## config.mk

```make
export PLATFORM = sky130hd
export DESIGN_NAME = id_stage
export DESIGN_NICKNAME = d
export VERILOG_FILES = /design/src/verilog/cpu_pkg.sv /design/src/verilog/inst_latch.sv /design/src/verilog/inst_decoder.sv /design/src/verilog/regfile.sv /design/src/verilog/branch_unit.sv /design/src/verilog/id_stage.sv
export SDC_FILE = /design/constraint.sdc
export NUM_CORES = 2
export LEC_CHECK = 0
export CORE_MARGIN = 2
export CORE_UTILIZATION = 44
export CTS_CLUSTER_SIZE = 40
export DETAILED_ROUTE_END_ITERATION = 8
export DONT_BUFFER_PORTS = 1
export SYNTH_ARGS = -nofsm -noshare
export SYNTH_HDL_FRONTEND = slang
export SYNTH_HIERARCHICAL = 1
export SYNTH_SLANG_ARGS = --single-unit
```

## constraint.sdc

```tcl
create_clock -name clk -period 5.5 [get_ports clk]
set_input_delay 1.1 -clock clk [delete_from_list [all_inputs] [get_ports clk]]
set_output_delay 1.1 -clock clk [all_outputs]
set_load 0.005 [all_outputs]
```

## src/verilog/cpu_pkg.sv

```systemverilog
package cpu_pkg;

  localparam int xlen       = 32;
  localparam int reg_addr_w = 5;
  localparam int imm_w      = 16;
  localparam int jidx_w     = 26;

  // Low bit of each instruction field
  localparam int op_lsb = 26;
  localparam int rs_lsb = 21;
  localparam int rt_lsb = 16;
  localparam int rd_lsb = 11;
  localparam int sa_lsb = 6;

  typedef enum logic [5:0] {
    op_special = 6'h00,
    op_regimm  = 6'h01,
    op_j       = 6'h02,
    op_jal     = 6'h03,
    op_beq     = 6'h04,
    op_bne     = 6'h05,
    op_blez    = 6'h06,
    op_bgtz    = 6'h07,
    op_addiu   = 6'h09,
    op_slti    = 6'h0a,
    op_sltiu   = 6'h0b,
    op_andi    = 6'h0c,
    op_ori     = 6'h0d,
    op_xori    = 6'h0e,
    op_lui     = 6'h0f,
    op_lw      = 6'h23,
    op_sw      = 6'h2b
  } opcode_e;

  typedef enum logic [5:0] {
    fn_sll  = 6'h00,
    fn_srl  = 6'h02,
    fn_sra  = 6'h03,
    fn_jr   = 6'h08,
    fn_jalr = 6'h09,
    fn_addu = 6'h21,
    fn_subu = 6'h23,
    fn_and  = 6'h24,
    fn_or   = 6'h25,
    fn_xor  = 6'h26,
    fn_nor  = 6'h27,
    fn_slt  = 6'h2a,
    fn_sltu = 6'h2b
  } funct_e;

  typedef enum logic [4:0] {
    ri_bltz = 5'h00,
    ri_bgez = 5'h01
  } regimm_e;

  typedef enum logic [3:0] {
    alu_add, alu_sub, alu_slt, alu_sltu, alu_and, alu_nor,
    alu_or, alu_xor, alu_sll, alu_srl, alu_sra, alu_lui
  } alu_op_e;

  localparam logic [reg_addr_w-1:0] link_reg = 5'd31;  // Return address register of jal
  localparam logic [xlen-1:0]       pc_step  = 32'd4;

endpackage

```

## src/verilog/inst_latch.sv

```systemverilog
`timescale 1ns/1ps

module inst_latch (
  input  logic                     clk,
  input  logic                     reset,
  input  logic                     fs_to_ds_valid,
  input  logic [cpu_pkg::xlen-1:0] fs_inst,
  input  logic [cpu_pkg::xlen-1:0] fs_pc,
  input  logic                     es_allowin,
  output logic                     ds_allowin,
  output logic                     ds_valid,
  output logic [cpu_pkg::xlen-1:0] ds_inst,
  output logic [cpu_pkg::xlen-1:0] ds_pc
);

  // Decode never stalls by itself, so only execute can hold it
  assign ds_allowin = !ds_valid || es_allowin;

  always_ff @(posedge clk) begin
    if (reset) begin
      ds_valid <= 1'b0;
    end else if (ds_allowin) begin
      ds_valid <= fs_to_ds_valid;  // Empties when fetch has nothing
    end
  end

  always_ff @(posedge clk) begin
    if (fs_to_ds_valid && ds_allowin) begin
      ds_inst <= fs_inst;
      ds_pc   <= fs_pc;
    end
  end

  hold_under_backpressure: assert property (
    @(posedge clk) disable iff (reset)
    ds_valid && !es_allowin |=> ds_valid && $stable(ds_inst) && $stable(ds_pc)
  ) else $error("inst_latch: instruction changed while execute was stalled");

  // A cycle that moves nothing in leaves the stage empty
  empties_without_input: assert property (
    @(posedge clk) disable iff (reset)
    ds_allowin && !fs_to_ds_valid |=> !ds_valid
  ) else $error("inst_latch: stage still valid after an empty transfer");

endmodule

```

## src/verilog/inst_decoder.sv

```systemverilog
`timescale 1ns/1ps

module inst_decoder (
  input  logic [cpu_pkg::xlen-1:0]       ds_inst,
  output logic [cpu_pkg::reg_addr_w-1:0] rs,
  output logic [cpu_pkg::reg_addr_w-1:0] rt,
  output cpu_pkg::alu_op_e               alu_op,
  output logic                           src1_is_sa,
  output logic                           src1_is_pc,
  output logic                           src2_is_imm,
  output logic                           src2_is_uimm,
  output logic                           src2_is_8,
  output logic                           load_op,
  output logic                           mem_we,
  output logic                           gr_we,
  output logic [cpu_pkg::reg_addr_w-1:0] dest,
  output logic [cpu_pkg::imm_w-1:0]      imm,
  output logic                           is_beq,
  output logic                           is_bne,
  output logic                           is_bgez,
  output logic                           is_bgtz,
  output logic                           is_blez,
  output logic                           is_bltz,
  output logic                           is_j,
  output logic                           is_jal,
  output logic                           is_jr,
  output logic                           is_jalr
);

  logic [5:0]                     op;
  logic [5:0]                     funct;
  logic [cpu_pkg::reg_addr_w-1:0] rd;
  logic [cpu_pkg::reg_addr_w-1:0] sa;
  cpu_pkg::alu_op_e               funct_alu;
  cpu_pkg::alu_op_e               op_alu;
  logic                           r_alu;
  logic                           r_shift;
  logic                           dst_is_rt;

  assign op    = ds_inst[cpu_pkg::op_lsb +: 6];
  assign rs    = ds_inst[cpu_pkg::rs_lsb +: cpu_pkg::reg_addr_w];
  assign rt    = ds_inst[cpu_pkg::rt_lsb +: cpu_pkg::reg_addr_w];
  assign rd    = ds_inst[cpu_pkg::rd_lsb +: cpu_pkg::reg_addr_w];
  assign sa    = ds_inst[cpu_pkg::sa_lsb +: cpu_pkg::reg_addr_w];
  assign funct = ds_inst[5:0];
  assign imm   = ds_inst[cpu_pkg::imm_w-1:0];

  // Register-register ALU operations of the special group
  always_comb begin
    r_alu     = 1'b1;
    funct_alu = cpu_pkg::alu_add;
    case (funct)
      cpu_pkg::fn_addu: funct_alu = cpu_pkg::alu_add;
      cpu_pkg::fn_subu: funct_alu = cpu_pkg::alu_sub;
      cpu_pkg::fn_slt:  funct_alu = cpu_pkg::alu_slt;
      cpu_pkg::fn_sltu: funct_alu = cpu_pkg::alu_sltu;
      cpu_pkg::fn_and:  funct_alu = cpu_pkg::alu_and;
      cpu_pkg::fn_or:   funct_alu = cpu_pkg::alu_or;
      cpu_pkg::fn_xor:  funct_alu = cpu_pkg::alu_xor;
      cpu_pkg::fn_nor:  funct_alu = cpu_pkg::alu_nor;
      cpu_pkg::fn_sll:  funct_alu = cpu_pkg::alu_sll;
      cpu_pkg::fn_srl:  funct_alu = cpu_pkg::alu_srl;
      cpu_pkg::fn_sra:  funct_alu = cpu_pkg::alu_sra;
      default:          r_alu     = 1'b0;
    endcase
  end

  assign r_shift = funct == cpu_pkg::fn_sll || funct == cpu_pkg::fn_srl ||
                   funct == cpu_pkg::fn_sra;

  always_comb begin
    case (op)
      cpu_pkg::op_slti:  op_alu = cpu_pkg::alu_slt;
      cpu_pkg::op_sltiu: op_alu = cpu_pkg::alu_sltu;
      cpu_pkg::op_andi:  op_alu = cpu_pkg::alu_and;
      cpu_pkg::op_ori:   op_alu = cpu_pkg::alu_or;
      cpu_pkg::op_xori:  op_alu = cpu_pkg::alu_xor;
      default:           op_alu = cpu_pkg::alu_add;  // Address and link sums
    endcase
  end

  always_comb begin
    alu_op       = cpu_pkg::alu_add;
    src1_is_sa   = 1'b0;
    src1_is_pc   = 1'b0;
    src2_is_imm  = 1'b0;
    src2_is_uimm = 1'b0;
    src2_is_8    = 1'b0;
    load_op      = 1'b0;
    mem_we       = 1'b0;
    gr_we        = 1'b0;
    dst_is_rt    = 1'b0;
    {is_beq, is_bne, is_bgez, is_bgtz, is_blez} = '0;
    {is_bltz, is_j, is_jal, is_jr, is_jalr}     = '0;
    case (op)
      cpu_pkg::op_special: begin
        // Shifts take sa and need rs clear, the others need sa clear
        if (r_alu && (r_shift ? rs == '0 : sa == '0)) begin
          alu_op     = funct_alu;
          src1_is_sa = r_shift;
          gr_we      = 1'b1;
        end
        is_jr   = funct == cpu_pkg::fn_jr && rt == '0 && rd == '0 && sa == '0;
        is_jalr = funct == cpu_pkg::fn_jalr && rt == '0 && sa == '0;
        if (is_jalr) begin
          src1_is_pc = 1'b1;
          src2_is_8  = 1'b1;
          gr_we      = 1'b1;
        end
      end
      cpu_pkg::op_regimm: begin
        is_bltz = rt == cpu_pkg::ri_bltz;
        is_bgez = rt == cpu_pkg::ri_bgez;
      end
      cpu_pkg::op_addiu, cpu_pkg::op_slti, cpu_pkg::op_sltiu, cpu_pkg::op_lw: begin
        alu_op      = op_alu;
        src2_is_imm = 1'b1;
        gr_we       = 1'b1;
        dst_is_rt   = 1'b1;
        load_op     = op == cpu_pkg::op_lw;
      end
      cpu_pkg::op_andi, cpu_pkg::op_ori, cpu_pkg::op_xori: begin
        alu_op       = op_alu;  // Logical immediates are zero extended
        src2_is_uimm = 1'b1;
        gr_we        = 1'b1;
        dst_is_rt    = 1'b1;
      end
      cpu_pkg::op_lui: begin
        if (rs == '0) begin
          alu_op      = cpu_pkg::alu_lui;
          src2_is_imm = 1'b1;
          gr_we       = 1'b1;
          dst_is_rt   = 1'b1;
        end
      end
      cpu_pkg::op_sw: begin
        src2_is_imm = 1'b1;
        mem_we      = 1'b1;
      end
      cpu_pkg::op_beq:  is_beq  = 1'b1;
      cpu_pkg::op_bne:  is_bne  = 1'b1;
      cpu_pkg::op_blez: is_blez = rt == '0;
      cpu_pkg::op_bgtz: is_bgtz = rt == '0;
      cpu_pkg::op_j:    is_j    = 1'b1;
      cpu_pkg::op_jal: begin
        is_jal     = 1'b1;
        src1_is_pc = 1'b1;
        src2_is_8  = 1'b1;
        gr_we      = 1'b1;
      end
      default: ;  // Anything else passes through as a no-op
    endcase

    // The special and regimm sub-decodes must not overlap the primary opcodes
    assert ($countones({is_beq, is_bne, is_bgez, is_bgtz, is_blez,
                        is_bltz, is_j, is_jal, is_jr, is_jalr}) <= 1)
      else $error("inst_decoder: several branch flags for %h", ds_inst);
  end

  assign dest = is_jal    ? cpu_pkg::link_reg :
                dst_is_rt ? rt : rd;

endmodule

```

## src/verilog/regfile.sv

```systemverilog
`timescale 1ns/1ps

module regfile (
  input  logic                           clk,
  input  logic [cpu_pkg::reg_addr_w-1:0] raddr1,
  output logic [cpu_pkg::xlen-1:0]       rdata1,
  input  logic [cpu_pkg::reg_addr_w-1:0] raddr2,
  output logic [cpu_pkg::xlen-1:0]       rdata2,
  input  logic                           we,
  input  logic [cpu_pkg::reg_addr_w-1:0] waddr,
  input  logic [cpu_pkg::xlen-1:0]       wdata
);

  logic [cpu_pkg::xlen-1:0] mem [2**cpu_pkg::reg_addr_w];

  // One read port, with register zero and the writeback bypass
  function automatic logic [cpu_pkg::xlen-1:0] read_port(
    input logic [cpu_pkg::reg_addr_w-1:0] raddr,
    input logic [cpu_pkg::xlen-1:0]       stored,
    input logic                           wr_en,
    input logic [cpu_pkg::reg_addr_w-1:0] wr_addr,
    input logic [cpu_pkg::xlen-1:0]       wr_data
  );
    if (raddr == '0) begin
      return '0;
    end
    if (wr_en && wr_addr == raddr) begin
      return wr_data;  // Value lands in the array only at the edge
    end
    return stored;
  endfunction

  always_ff @(posedge clk) begin
    if (we && waddr != '0) begin
      mem[waddr] <= wdata;
    end
  end

  assign rdata1 = read_port(raddr1, mem[raddr1], we, waddr, wdata);
  assign rdata2 = read_port(raddr2, mem[raddr2], we, waddr, wdata);

endmodule

```

## src/verilog/branch_unit.sv

```systemverilog
`timescale 1ns/1ps

module branch_unit (
  input  logic                         ds_valid,
  input  logic                         is_beq,
  input  logic                         is_bne,
  input  logic                         is_bgez,
  input  logic                         is_bgtz,
  input  logic                         is_blez,
  input  logic                         is_bltz,
  input  logic                         is_j,
  input  logic                         is_jal,
  input  logic                         is_jr,
  input  logic                         is_jalr,
  input  logic [cpu_pkg::xlen-1:0]     rs_value,
  input  logic [cpu_pkg::xlen-1:0]     rt_value,
  input  logic [cpu_pkg::xlen-1:0]     ds_pc,
  input  logic [cpu_pkg::imm_w-1:0]    imm,
  input  logic [cpu_pkg::jidx_w-1:0]   jidx,
  output logic                         br_taken,
  output logic [cpu_pkg::xlen-1:0]     br_target
);

  logic [cpu_pkg::xlen-1:0] slot_pc;
  logic [cpu_pkg::xlen-1:0] offset;
  logic                     rs_eq_rt;
  logic                     rs_lt_zero;
  logic                     rs_gt_zero;
  logic                     is_branch;
  logic                     cond_met;

  assign slot_pc = ds_pc + cpu_pkg::pc_step;  // Targets are relative to the delay slot
  assign offset  = {{(cpu_pkg::xlen - cpu_pkg::imm_w - 2){imm[cpu_pkg::imm_w-1]}}, imm, 2'b00};

  assign rs_eq_rt   = rs_value == rt_value;
  assign rs_lt_zero = $signed(rs_value) < 0;
  assign rs_gt_zero = $signed(rs_value) > 0;

  assign is_branch = is_beq || is_bne || is_bgez || is_bgtz || is_blez || is_bltz;

  assign cond_met = (is_beq  &&  rs_eq_rt)   ||
                    (is_bne  && !rs_eq_rt)   ||
                    (is_bgez && !rs_lt_zero) ||
                    (is_bgtz &&  rs_gt_zero) ||
                    (is_blez && !rs_gt_zero) ||
                    (is_bltz &&  rs_lt_zero);

  // Jumps always redirect fetch
  assign br_taken = ds_valid && (cond_met || is_j || is_jal || is_jr || is_jalr);

  assign br_target = is_branch         ? slot_pc + offset :
                     is_jr || is_jalr  ? rs_value :
                     {slot_pc[cpu_pkg::xlen-1:cpu_pkg::jidx_w+2], jidx, 2'b00};

endmodule

```

## src/verilog/id_stage.sv

```systemverilog
`timescale 1ns/1ps

module id_stage (
  input  logic                           clk,
  input  logic                           reset,
  input  logic                           fs_to_ds_valid,
  input  logic [cpu_pkg::xlen-1:0]       fs_inst,
  input  logic [cpu_pkg::xlen-1:0]       fs_pc,
  output logic                           ds_allowin,
  output logic                           br_taken,
  output logic [cpu_pkg::xlen-1:0]       br_target,
  input  logic                           es_allowin,
  output logic                           ds_to_es_valid,
  output cpu_pkg::alu_op_e               ds_alu_op,
  output logic                           ds_src1_is_sa,
  output logic                           ds_src1_is_pc,
  output logic                           ds_src2_is_imm,
  output logic                           ds_src2_is_uimm,
  output logic                           ds_src2_is_8,
  output logic                           ds_load_op,
  output logic                           ds_mem_we,
  output logic                           ds_gr_we,
  output logic [cpu_pkg::reg_addr_w-1:0] ds_dest,
  output logic [cpu_pkg::imm_w-1:0]      ds_imm,
  output logic [cpu_pkg::xlen-1:0]       ds_rs_value,
  output logic [cpu_pkg::xlen-1:0]       ds_rt_value,
  output logic [cpu_pkg::xlen-1:0]       ds_pc,
  input  logic                           ws_rf_we,
  input  logic [cpu_pkg::reg_addr_w-1:0] ws_rf_waddr,
  input  logic [cpu_pkg::xlen-1:0]       ws_rf_wdata
);

  logic                           ds_valid;
  logic [cpu_pkg::xlen-1:0]       ds_inst;
  logic [cpu_pkg::reg_addr_w-1:0] rs;
  logic [cpu_pkg::reg_addr_w-1:0] rt;
  logic is_beq, is_bne, is_bgez, is_bgtz, is_blez;
  logic is_bltz, is_j, is_jal, is_jr, is_jalr;

  assign ds_to_es_valid = ds_valid;

  inst_latch u_latch (
    .clk(clk), .reset(reset),
    .fs_to_ds_valid(fs_to_ds_valid), .fs_inst(fs_inst), .fs_pc(fs_pc),
    .es_allowin(es_allowin), .ds_allowin(ds_allowin),
    .ds_valid(ds_valid), .ds_inst(ds_inst), .ds_pc(ds_pc)
  );

  inst_decoder u_decoder (
    .ds_inst(ds_inst), .rs(rs), .rt(rt),
    .alu_op(ds_alu_op),
    .src1_is_sa(ds_src1_is_sa), .src1_is_pc(ds_src1_is_pc),
    .src2_is_imm(ds_src2_is_imm), .src2_is_uimm(ds_src2_is_uimm),
    .src2_is_8(ds_src2_is_8),
    .load_op(ds_load_op), .mem_we(ds_mem_we), .gr_we(ds_gr_we),
    .dest(ds_dest), .imm(ds_imm),
    .is_beq(is_beq), .is_bne(is_bne), .is_bgez(is_bgez), .is_bgtz(is_bgtz),
    .is_blez(is_blez), .is_bltz(is_bltz), .is_j(is_j), .is_jal(is_jal),
    .is_jr(is_jr), .is_jalr(is_jalr)
  );

  // Operands come only from here, execute and memory results are not forwarded
  regfile u_regfile (
    .clk(clk),
    .raddr1(rs), .rdata1(ds_rs_value),
    .raddr2(rt), .rdata2(ds_rt_value),
    .we(ws_rf_we), .waddr(ws_rf_waddr), .wdata(ws_rf_wdata)
  );

  branch_unit u_branch (
    .ds_valid(ds_valid),
    .is_beq(is_beq), .is_bne(is_bne), .is_bgez(is_bgez), .is_bgtz(is_bgtz),
    .is_blez(is_blez), .is_bltz(is_bltz), .is_j(is_j), .is_jal(is_jal),
    .is_jr(is_jr), .is_jalr(is_jalr),
    .rs_value(ds_rs_value), .rt_value(ds_rt_value),
    .ds_pc(ds_pc), .imm(ds_imm),
    .jidx(ds_inst[cpu_pkg::jidx_w-1:0]),
    .br_taken(br_taken), .br_target(br_target)
  );

endmodule

```

Word-level counts from Yosys, hierarchy flattened --
Memories as Yosys holds them, arrays and structs flattened. A register that Yosys moved wholly into a read port is not among the register bits. Cells that the tools add are included.
Operators by class: bitwise logic cells 0, add/sub/neg operators 2, div/mod/pow operators 0, $lt $le $gt $ge 2, reduce and logical (&&, ||, !) cells 52, eq/ne operators 32, shifts and indexed selects 0, multiply operators 0, muxes and demuxes 51
Operators by type and width (count):
- $mux 32 | 10
- $eq 6x6->1 const B | 10
- $eq 6x4->1 const B | 9
- $pmux 4 s10 | 1
- $add 32x3->32 const B | 1
- $add 32x32->32 | 1
- $eq 32x32->1 | 1
- $gt 32x1->1 const B | 1
- $lt 32x1->1 const B | 1
- $mux 1 | 28
- $eq 6x2->1 const B | 4
- $eq 6x3->1 const B | 4
- $logic_not 5->1 | 4
- $mux 5 | 4
- $logic_or 1x1->1 | 18
- $logic_and 1x1->1 | 17
- $pmux 3 s5 | 1
- $logic_not 6->1 | 2
- $pmux 4 s3 | 1
- $reduce_or 11->1 | 1
- $eq 5x5->1 | 2
- $mux 4 | 2
- $reduce_or 8->1 | 1
- $reduce_or 7->1 | 1
- 9 further kinds | 14
Storage, ports and cells: bits in read-only memories 0, memories kept 1, register bits 65, memory bits (writable) 1024, input bits 106, bits in latches 0, output and inout port bits 164
Memories:
- u_regfile.mem | depth 32, width 32, read ports 2, clocked after Yosys merged registers in 2, write ports 1, RTL line regfile.sv:14 | logic [cpu_pkg::xlen-1:0] mem [2**cpu_pkg::reg_addr_w];

Depth between registers and ports, before layout --
word-level depth 19, mapped depth 17, depth with buffers taken out 13

By module --
Netlist, hierarchy kept.
By module, submodules not included:
- regfile | times used 1, area an instance 47718.3 um^2, cells an instance 2542
- branch_unit | times used 1, area an instance 3504.6 um^2, cells an instance 500
- inst_latch | times used 1, area an instance 1976.9 um^2, cells an instance 69
- inst_decoder | times used 1, area an instance 832.0 um^2, cells an instance 133

Least setup slack after synthesis --
No wires, ideal clock.
kind input -> output, start input port ws_rf_waddr[3] in the netlist's numbering, end output port br_taken, arrival time 3.552 ns, path buffers 2, cell stages on the path 13, path slack 0.848 ns, cells stage by stage buf_2 -> xnor2_1 -> nand4_1 -> nor3b_2 -> clkbuf_1 -> a22oi_1 -> o21ai_0 -> xnor2_1 -> nand4_1 -> nor4_1 -> nand2_1 -> mux2i_1 -> a41oi_1
On the way: longest elaborated chain between the ends 19
Ends and longest elaborated chain:
- start, declared | RTL line id_stage.sv:29 | input logic [cpu_pkg::reg_addr_w-1:0] ws_rf_waddr,
- $eq 5x5->1 * | RTL line regfile.sv:27 | if (wr_en && wr_addr == raddr) begin
- $logic_and 1x1->1 * | RTL line regfile.sv:27
- $mux 1 (2 in a row) | RTL line regfile.sv:27
- $mux 32 * | RTL line regfile.sv:30 | return stored;
- $mux 32 * | RTL line regfile.sv:27
- named net ds_rs_value, one bit | RTL line id_stage.sv:25 | output logic [cpu_pkg::xlen-1:0] ds_rs_value,
- parallel branches: the longest is 7 deep, another holds $lt 32x1->1
- $logic_or 1x1->1 * | RTL line branch_unit.sv:45 | (is_blez && !rs_gt_zero) ||
- $logic_or 1x1->1 * (4 in a row) | RTL line branch_unit.sv:49 | assign br_taken = ds_valid && (cond_met || is_j || is_jal || is_jr || is_jalr);
- $logic_and 1x1->1 * | RTL line branch_unit.sv:49
- end, declared | RTL line id_stage.sv:10 | output logic br_taken,
Mark *: on every way through the listed nets, which the timed path passes. The select of a mux whose other input is x is not followed.

Final worst setup path --
start register u_latch/ds_inst[16] in the netlist's numbering, end output port br_taken
On the way: longest elaborated chain between the ends 19
Ends and longest elaborated chain:
- start, declared | RTL line inst_latch.sv:12 | output logic [cpu_pkg::xlen-1:0] ds_inst,
- start signal, assigned | RTL line inst_latch.sv:29 | ds_inst <= fs_inst;
- $eq 5x5->1 | RTL line regfile.sv:27
- $logic_and 1x1->1 | RTL line regfile.sv:27
- $mux 1 (2 in a row) | RTL line regfile.sv:27
- $mux 32 | RTL line regfile.sv:30
- $mux 32 | RTL line regfile.sv:27
- $eq 32x32->1 | RTL line branch_unit.sv:35 | assign rs_eq_rt = rs_value == rt_value;
- $logic_not 1->1 | RTL line branch_unit.sv:42 | (is_bne && !rs_eq_rt) ||
- $logic_and 1x1->1 | RTL line branch_unit.sv:42
- $logic_or 1x1->1 | RTL line branch_unit.sv:41 | assign cond_met = (is_beq && rs_eq_rt) ||
- $logic_or 1x1->1 | RTL line branch_unit.sv:42
- $logic_or 1x1->1 | RTL line branch_unit.sv:43 | (is_bgez && !rs_lt_zero) ||
- $logic_or 1x1->1 | RTL line branch_unit.sv:44 | (is_bgtz && rs_gt_zero) ||
- $logic_or 1x1->1 | RTL line branch_unit.sv:45
- $logic_or 1x1->1 (3 in a row) | RTL line branch_unit.sv:49
- $logic_or 1x1->1 * | RTL line branch_unit.sv:49
- $logic_and 1x1->1 * | RTL line branch_unit.sv:49
Mark *: on every way between the ends. The rest lies on a longest branch, timed or not. The select of a mux whose other input is x is not followed.

==> impl_metrics.json <==
{
  "hold_viol": 0,
  "timing.rr.end": "u_latch/ds_pc[25]$_DFFE_PP_",
  "cts.root.buffer_cell": "clkbuf_16",
  "dp_slack_ns": -0.186,
  "end_kind": "primary output",
  "io_pins": 270,
  "r2r_start": "u_latch/ds_valid$_SDFFE_PP0P_",
  "setup_violations": 1,
  "period_minus_slack_ns": 5.86,
  "track_usage_pct": 31.6,
  "regToRegSetupSlack_ns": 3.81,
  "path_cells": "buf_12 -> buf_16 -> buf_16 -> mux4_2 -> a211oi_2 -> nand2_1 -> a32o_1 -> xnor2_2 -> nand4_1 -> nor4_4 -> nand2_2 -> mux2i_2 -> a41oi_2 -> buf_4",
  "drc": 0,
  "dieWidth_microns": 354,
  "port-buffer-count": 0,
  "crit_path_max_incr_delay_ns": 0.57,
  "grt_max_degree": 65,
  "grt-ovfl-total": 0,
  "fin_crit_sh_pct": 106,
  "async_flop_share_pct": 0,
  "tightest_slew_ns": 1.39,
  "htreeDepth": 3,
  "syn_area_sq_um": 54000,
  "cts_tree": "yes",
  "critical_path_class": "reg -> out",
  "worst_slack_ns": -0.356,
  "crit_buf_inv": 4,
  "vias": 35900,
  "insertion_delay_ns": 0.75,
  "synth_edf_count": 1088,
  "hold_buffers": 0,
  "area_growth_pct": 16.5,
  "ant_nets": 0,
  "reg2regPathDepth": 2,
  "cp_common_cell": "buf_16",
  "firstDrtPassIters": 6,
  "synth_seq_cells": 1089,
  "relSlewSlack_pct": 7.06,
  "core_sq_um": 122000,
  "wire_per_inst_microns": 38.8,
  "worst-path-max-fanout": 23,
  "avgSynthCellArea_sq_um": 16.7,
  "ys_seq_area_share_pct": 60.5,
  "drt_iter0_drc": 5633,
  "ys.warnings.count": 6,
  "clk_pin_slew_worst_paths_ns": 0.06,
  "hold_depth": 1,
  "leakagePower_uw": 0.0211,
  "slew_viol_final": 0,
  "cts_buffers": 115,
  "synth_flop_cell": "edfxtp_1",
  "violations": "setup timing",
  "antenna_found_initial": 8,
  "grt_pass1_wl_mm": 279,
  "critPathArrivalTime_ns": 4.76,
  "start_util_pct": 44.3,
  "routed_wl_mm": 201,
  "nFillCells": 9686,
  "first_global_vias": 35600,
  "cts_buffer_depth": 3,
  "nets": 3606,
  "cts_sinks": 1089,
  "syn_inst": 3244,
  "max_freq_mhz": 171,
  "rsz0062_at_grt": "yes",
  "yosysUniqueCellTypes": 97,
  "fin_total_pwr_uw": 19700,
  "place.gp.congestion": 0.970,
  "cp_data_required_time_ns": 4.40,
  "hold_path.class": "in -> reg",
  "layout-drive-gt1-share_pct": 30.7,
  "avgViaCountPerCell": 6.91,
  "rows": 128,
  "hold_start": "reset",
  "slowest_stage": "mux4_2",
  "cp_top_family": "simple AND/OR/NAND/NOR gates",
  "whs_endpoint": "u_latch/ds_valid$_SDFFE_PP0P_",
  "hpwl_mm": 129,
  "crit_path_start_kind": "flip-flop",
  "clock_skew_ns": 0.0340,
  "pwr_density_cell_nw_per_um2": 313,
  "outcome": "finished with violations",
  "dieArea_sq_um": 126000,
  "ir_worst_vdd_mv": 0.229,
  "die_y_microns": 354,
  "whs_ns": 0.405,
  "max_cap_violations": 0
}
cells in the mapped netlist, types with 7 or more instances:
library cell | instances | share of area (%)
a22oi_1 | 125 | 1.7
o2111ai_1 | 10 | 0.16
buf_2 | 71 | 0.66
nor2_1 | 115 | 0.80
clkbuf_1 | 111 | 0.77
buf_1 | 8 | 0.056
buf_6 | 11 | 0.23
nor2b_1 | 12 | 0.14
buf_4 | 59 | 0.82
nand4_1 | 25 | 0.29
a211oi_1 | 42 | 0.58
nor3_1 | 12 | 0.11
xnor2_1 | 72 | 1.2
a221o_1 | 11 | 0.20
a21o_1 | 18 | 0.25
nand2b_1 | 8 | 0.093
o221a_2 | 12 | 0.25
mux2i_1 | 278 | 5.2
and2_1 | 7 | 0.081
and3_1 | 8 | 0.093
a21oi_1 | 78 | 0.72
o21ai_0 | 71 | 0.66
a22o_1 | 34 | 0.55
inv_1 | 20 | 0.14
mux2_2 | 31 | 0.65
nand3_1 | 47 | 0.44
o21ai_1 | 14 | 0.13
o221ai_1 | 32 | 0.52
nor4_1 | 16 | 0.19
or3_1 | 7 | 0.081
edfxtp_1 | 1088 | 60
a32o_1 | 29 | 0.54
xor2_1 | 16 | 0.26
o22ai_1 | 50 | 0.58
mux4_2 | 396 | 17
nand2_1 | 131 | 0.91
o211ai_1 | 17 | 0.24
ha_1 | 35 | 0.81
how the worst max path moves through the flow:
| stage | startpoint | depth (start not counted) | endpoint |
|---|---|---|---|
| finish | u_latch/ds_inst[16]$_DFFE_PP_ | 14 | br_taken |
| global route | u_latch/ds_inst[16]$_DFFE_PP_ | 14 | br_taken |
| CTS | u_latch/ds_inst[21]$_DFFE_PP_ | 16 | br_taken |
| detailed placement | ws_rf_waddr[1] | 14 | br_taken |
| global placement | ws_rf_waddr[1] | 14 | br_taken |
| floorplan | ws_rf_waddr[3] | 13 | br_taken |
sequential cells by signal (all words and copies together), names as in the netlist:
name              count
u_latch/ds_inst      32
u_latch/ds_pc        32
u_latch/ds_valid      1
u_regfile/mem      1024
power breakdown:
group	internal (uW)	switching, uW	leakage, uW
clock	4300	3390	0.00179
sequential	9290	108	0.00988
combinational	1090	1530	0.00941
total	14700	5020	0.0211
per-layer routing:
layer / global-route usage, % / wire length (microns) / vias to the layer above
met5: 0 / 83 / -
met4: 15.8 / 11900 / 12
met3: 9.23 / 24100 / 603
met2: 50.7 / 94800 / 2607
met1: 39.1 / 70400 / 18600
li1: - / - / 14100
cells in the final DEF, fill, tap and decap left out, types with 15 or more instances in the layout:
| cell | Yosys | routed |
|---|---|---|
| conb_1 | 1 | 32 |
| mux2_2 | 31 | 30 |
| o22ai_1 | 50 | 50 |
| nand2_1 | 131 | 128 |
| xnor2_1 | 72 | 57 |
| nor2_1 | 115 | 74 |
| a32o_1 | 29 | 26 |
| o21ai_1 | 14 | 26 |
| nand4_1 | 25 | 25 |
| o211ai_1 | 17 | 17 |
| nand3_1 | 47 | 47 |
| mux2i_1 | 278 | 274 |
| buf_4 | 59 | 250 |
| clkbuf_1 | 111 | 28 |
| o21ai_0 | 71 | 53 |
| buf_12 | 0 | 44 |
| edfxtp_1 | 1088 | 1088 |
| clkinv_2 | 0 | 20 |
| a21oi_1 | 78 | 70 |
| xnor2_2 | 0 | 15 |
| o221ai_1 | 32 | 32 |
| nor2_4 | 0 | 33 |
| inv_1 | 20 | 20 |
| a211oi_1 | 42 | 38 |
| buf_16 | 0 | 17 |
| a22o_1 | 34 | 34 |
| a22oi_1 | 125 | 118 |
| ha_1 | 35 | 28 |
| clkbuf_16 | 0 | 117 |
| mux4_2 | 396 | 396 |
| a21o_1 | 18 | 18 |
| clkinv_1 | 1 | 29 |
| xor2_1 | 16 | 16 |
what timing repair did:
item                                   4_1_cts  5_1_grt
setup buffers                               37        3
resized for setup                           85       44
setup endpoints to repair                    7       10
pin swaps                                   15       11
gates cloned                                11        1
endpoints found under the hold margin        0        0
logic make-up (layout without fill, tap and decap cells):
logic type / count (synthesis) / count (layout) / share of synthesized area (%)
XOR/XNOR: 88 / 88 / 1.43
flip-flops: 1089 / 1089 / 60.5
multiplexers: 706 / 706 / 22.3
AND/OR/NAND/NOR: 441 / 441 / 4.09
other: 1 / 36 / 0.00694
adder cells (fa/ha/maj): 36 / 36 / 0.848
AO/OA/AOI/OAI: 602 / 602 / 8.12
buffers and inverters: 281 / 565 / 2.68
metrics by stage:
| step | instances | TNS [ns] | util (%) | cell area (sq um) |
|---|---|---|---|---|
| global placement | 4921 | -0.183 | 47.5 | 57900 |
| global route | 5185 | -0.460 | 51.7 | 63000 |
| finish | 5188 | -0.356 | 51.7 | 63000 |
| floorplan | 3275 | 0 | - | 54100 |
| detailed placement | 4921 | -0.186 | 47.5 | 57900 |
| CTS | 5180 | -0.262 | 51.4 | 62700 |
final cells by class:
class                   count  area [sq um]  share of cell area [%]
repair buffers            332          3660                    5.82
clock inverters            68           671                    1.07
multi-input cells        1905         20800                    33.0
diodes                      4          10.0                  0.0159
flip-flops and latches   1089         32700                    51.9
clock buffers             144          3010                    4.78
inverters                  21          78.8                   0.125
well taps                1625          2030                    3.23
No activity file was read; power rests on OpenSTA's default activity.
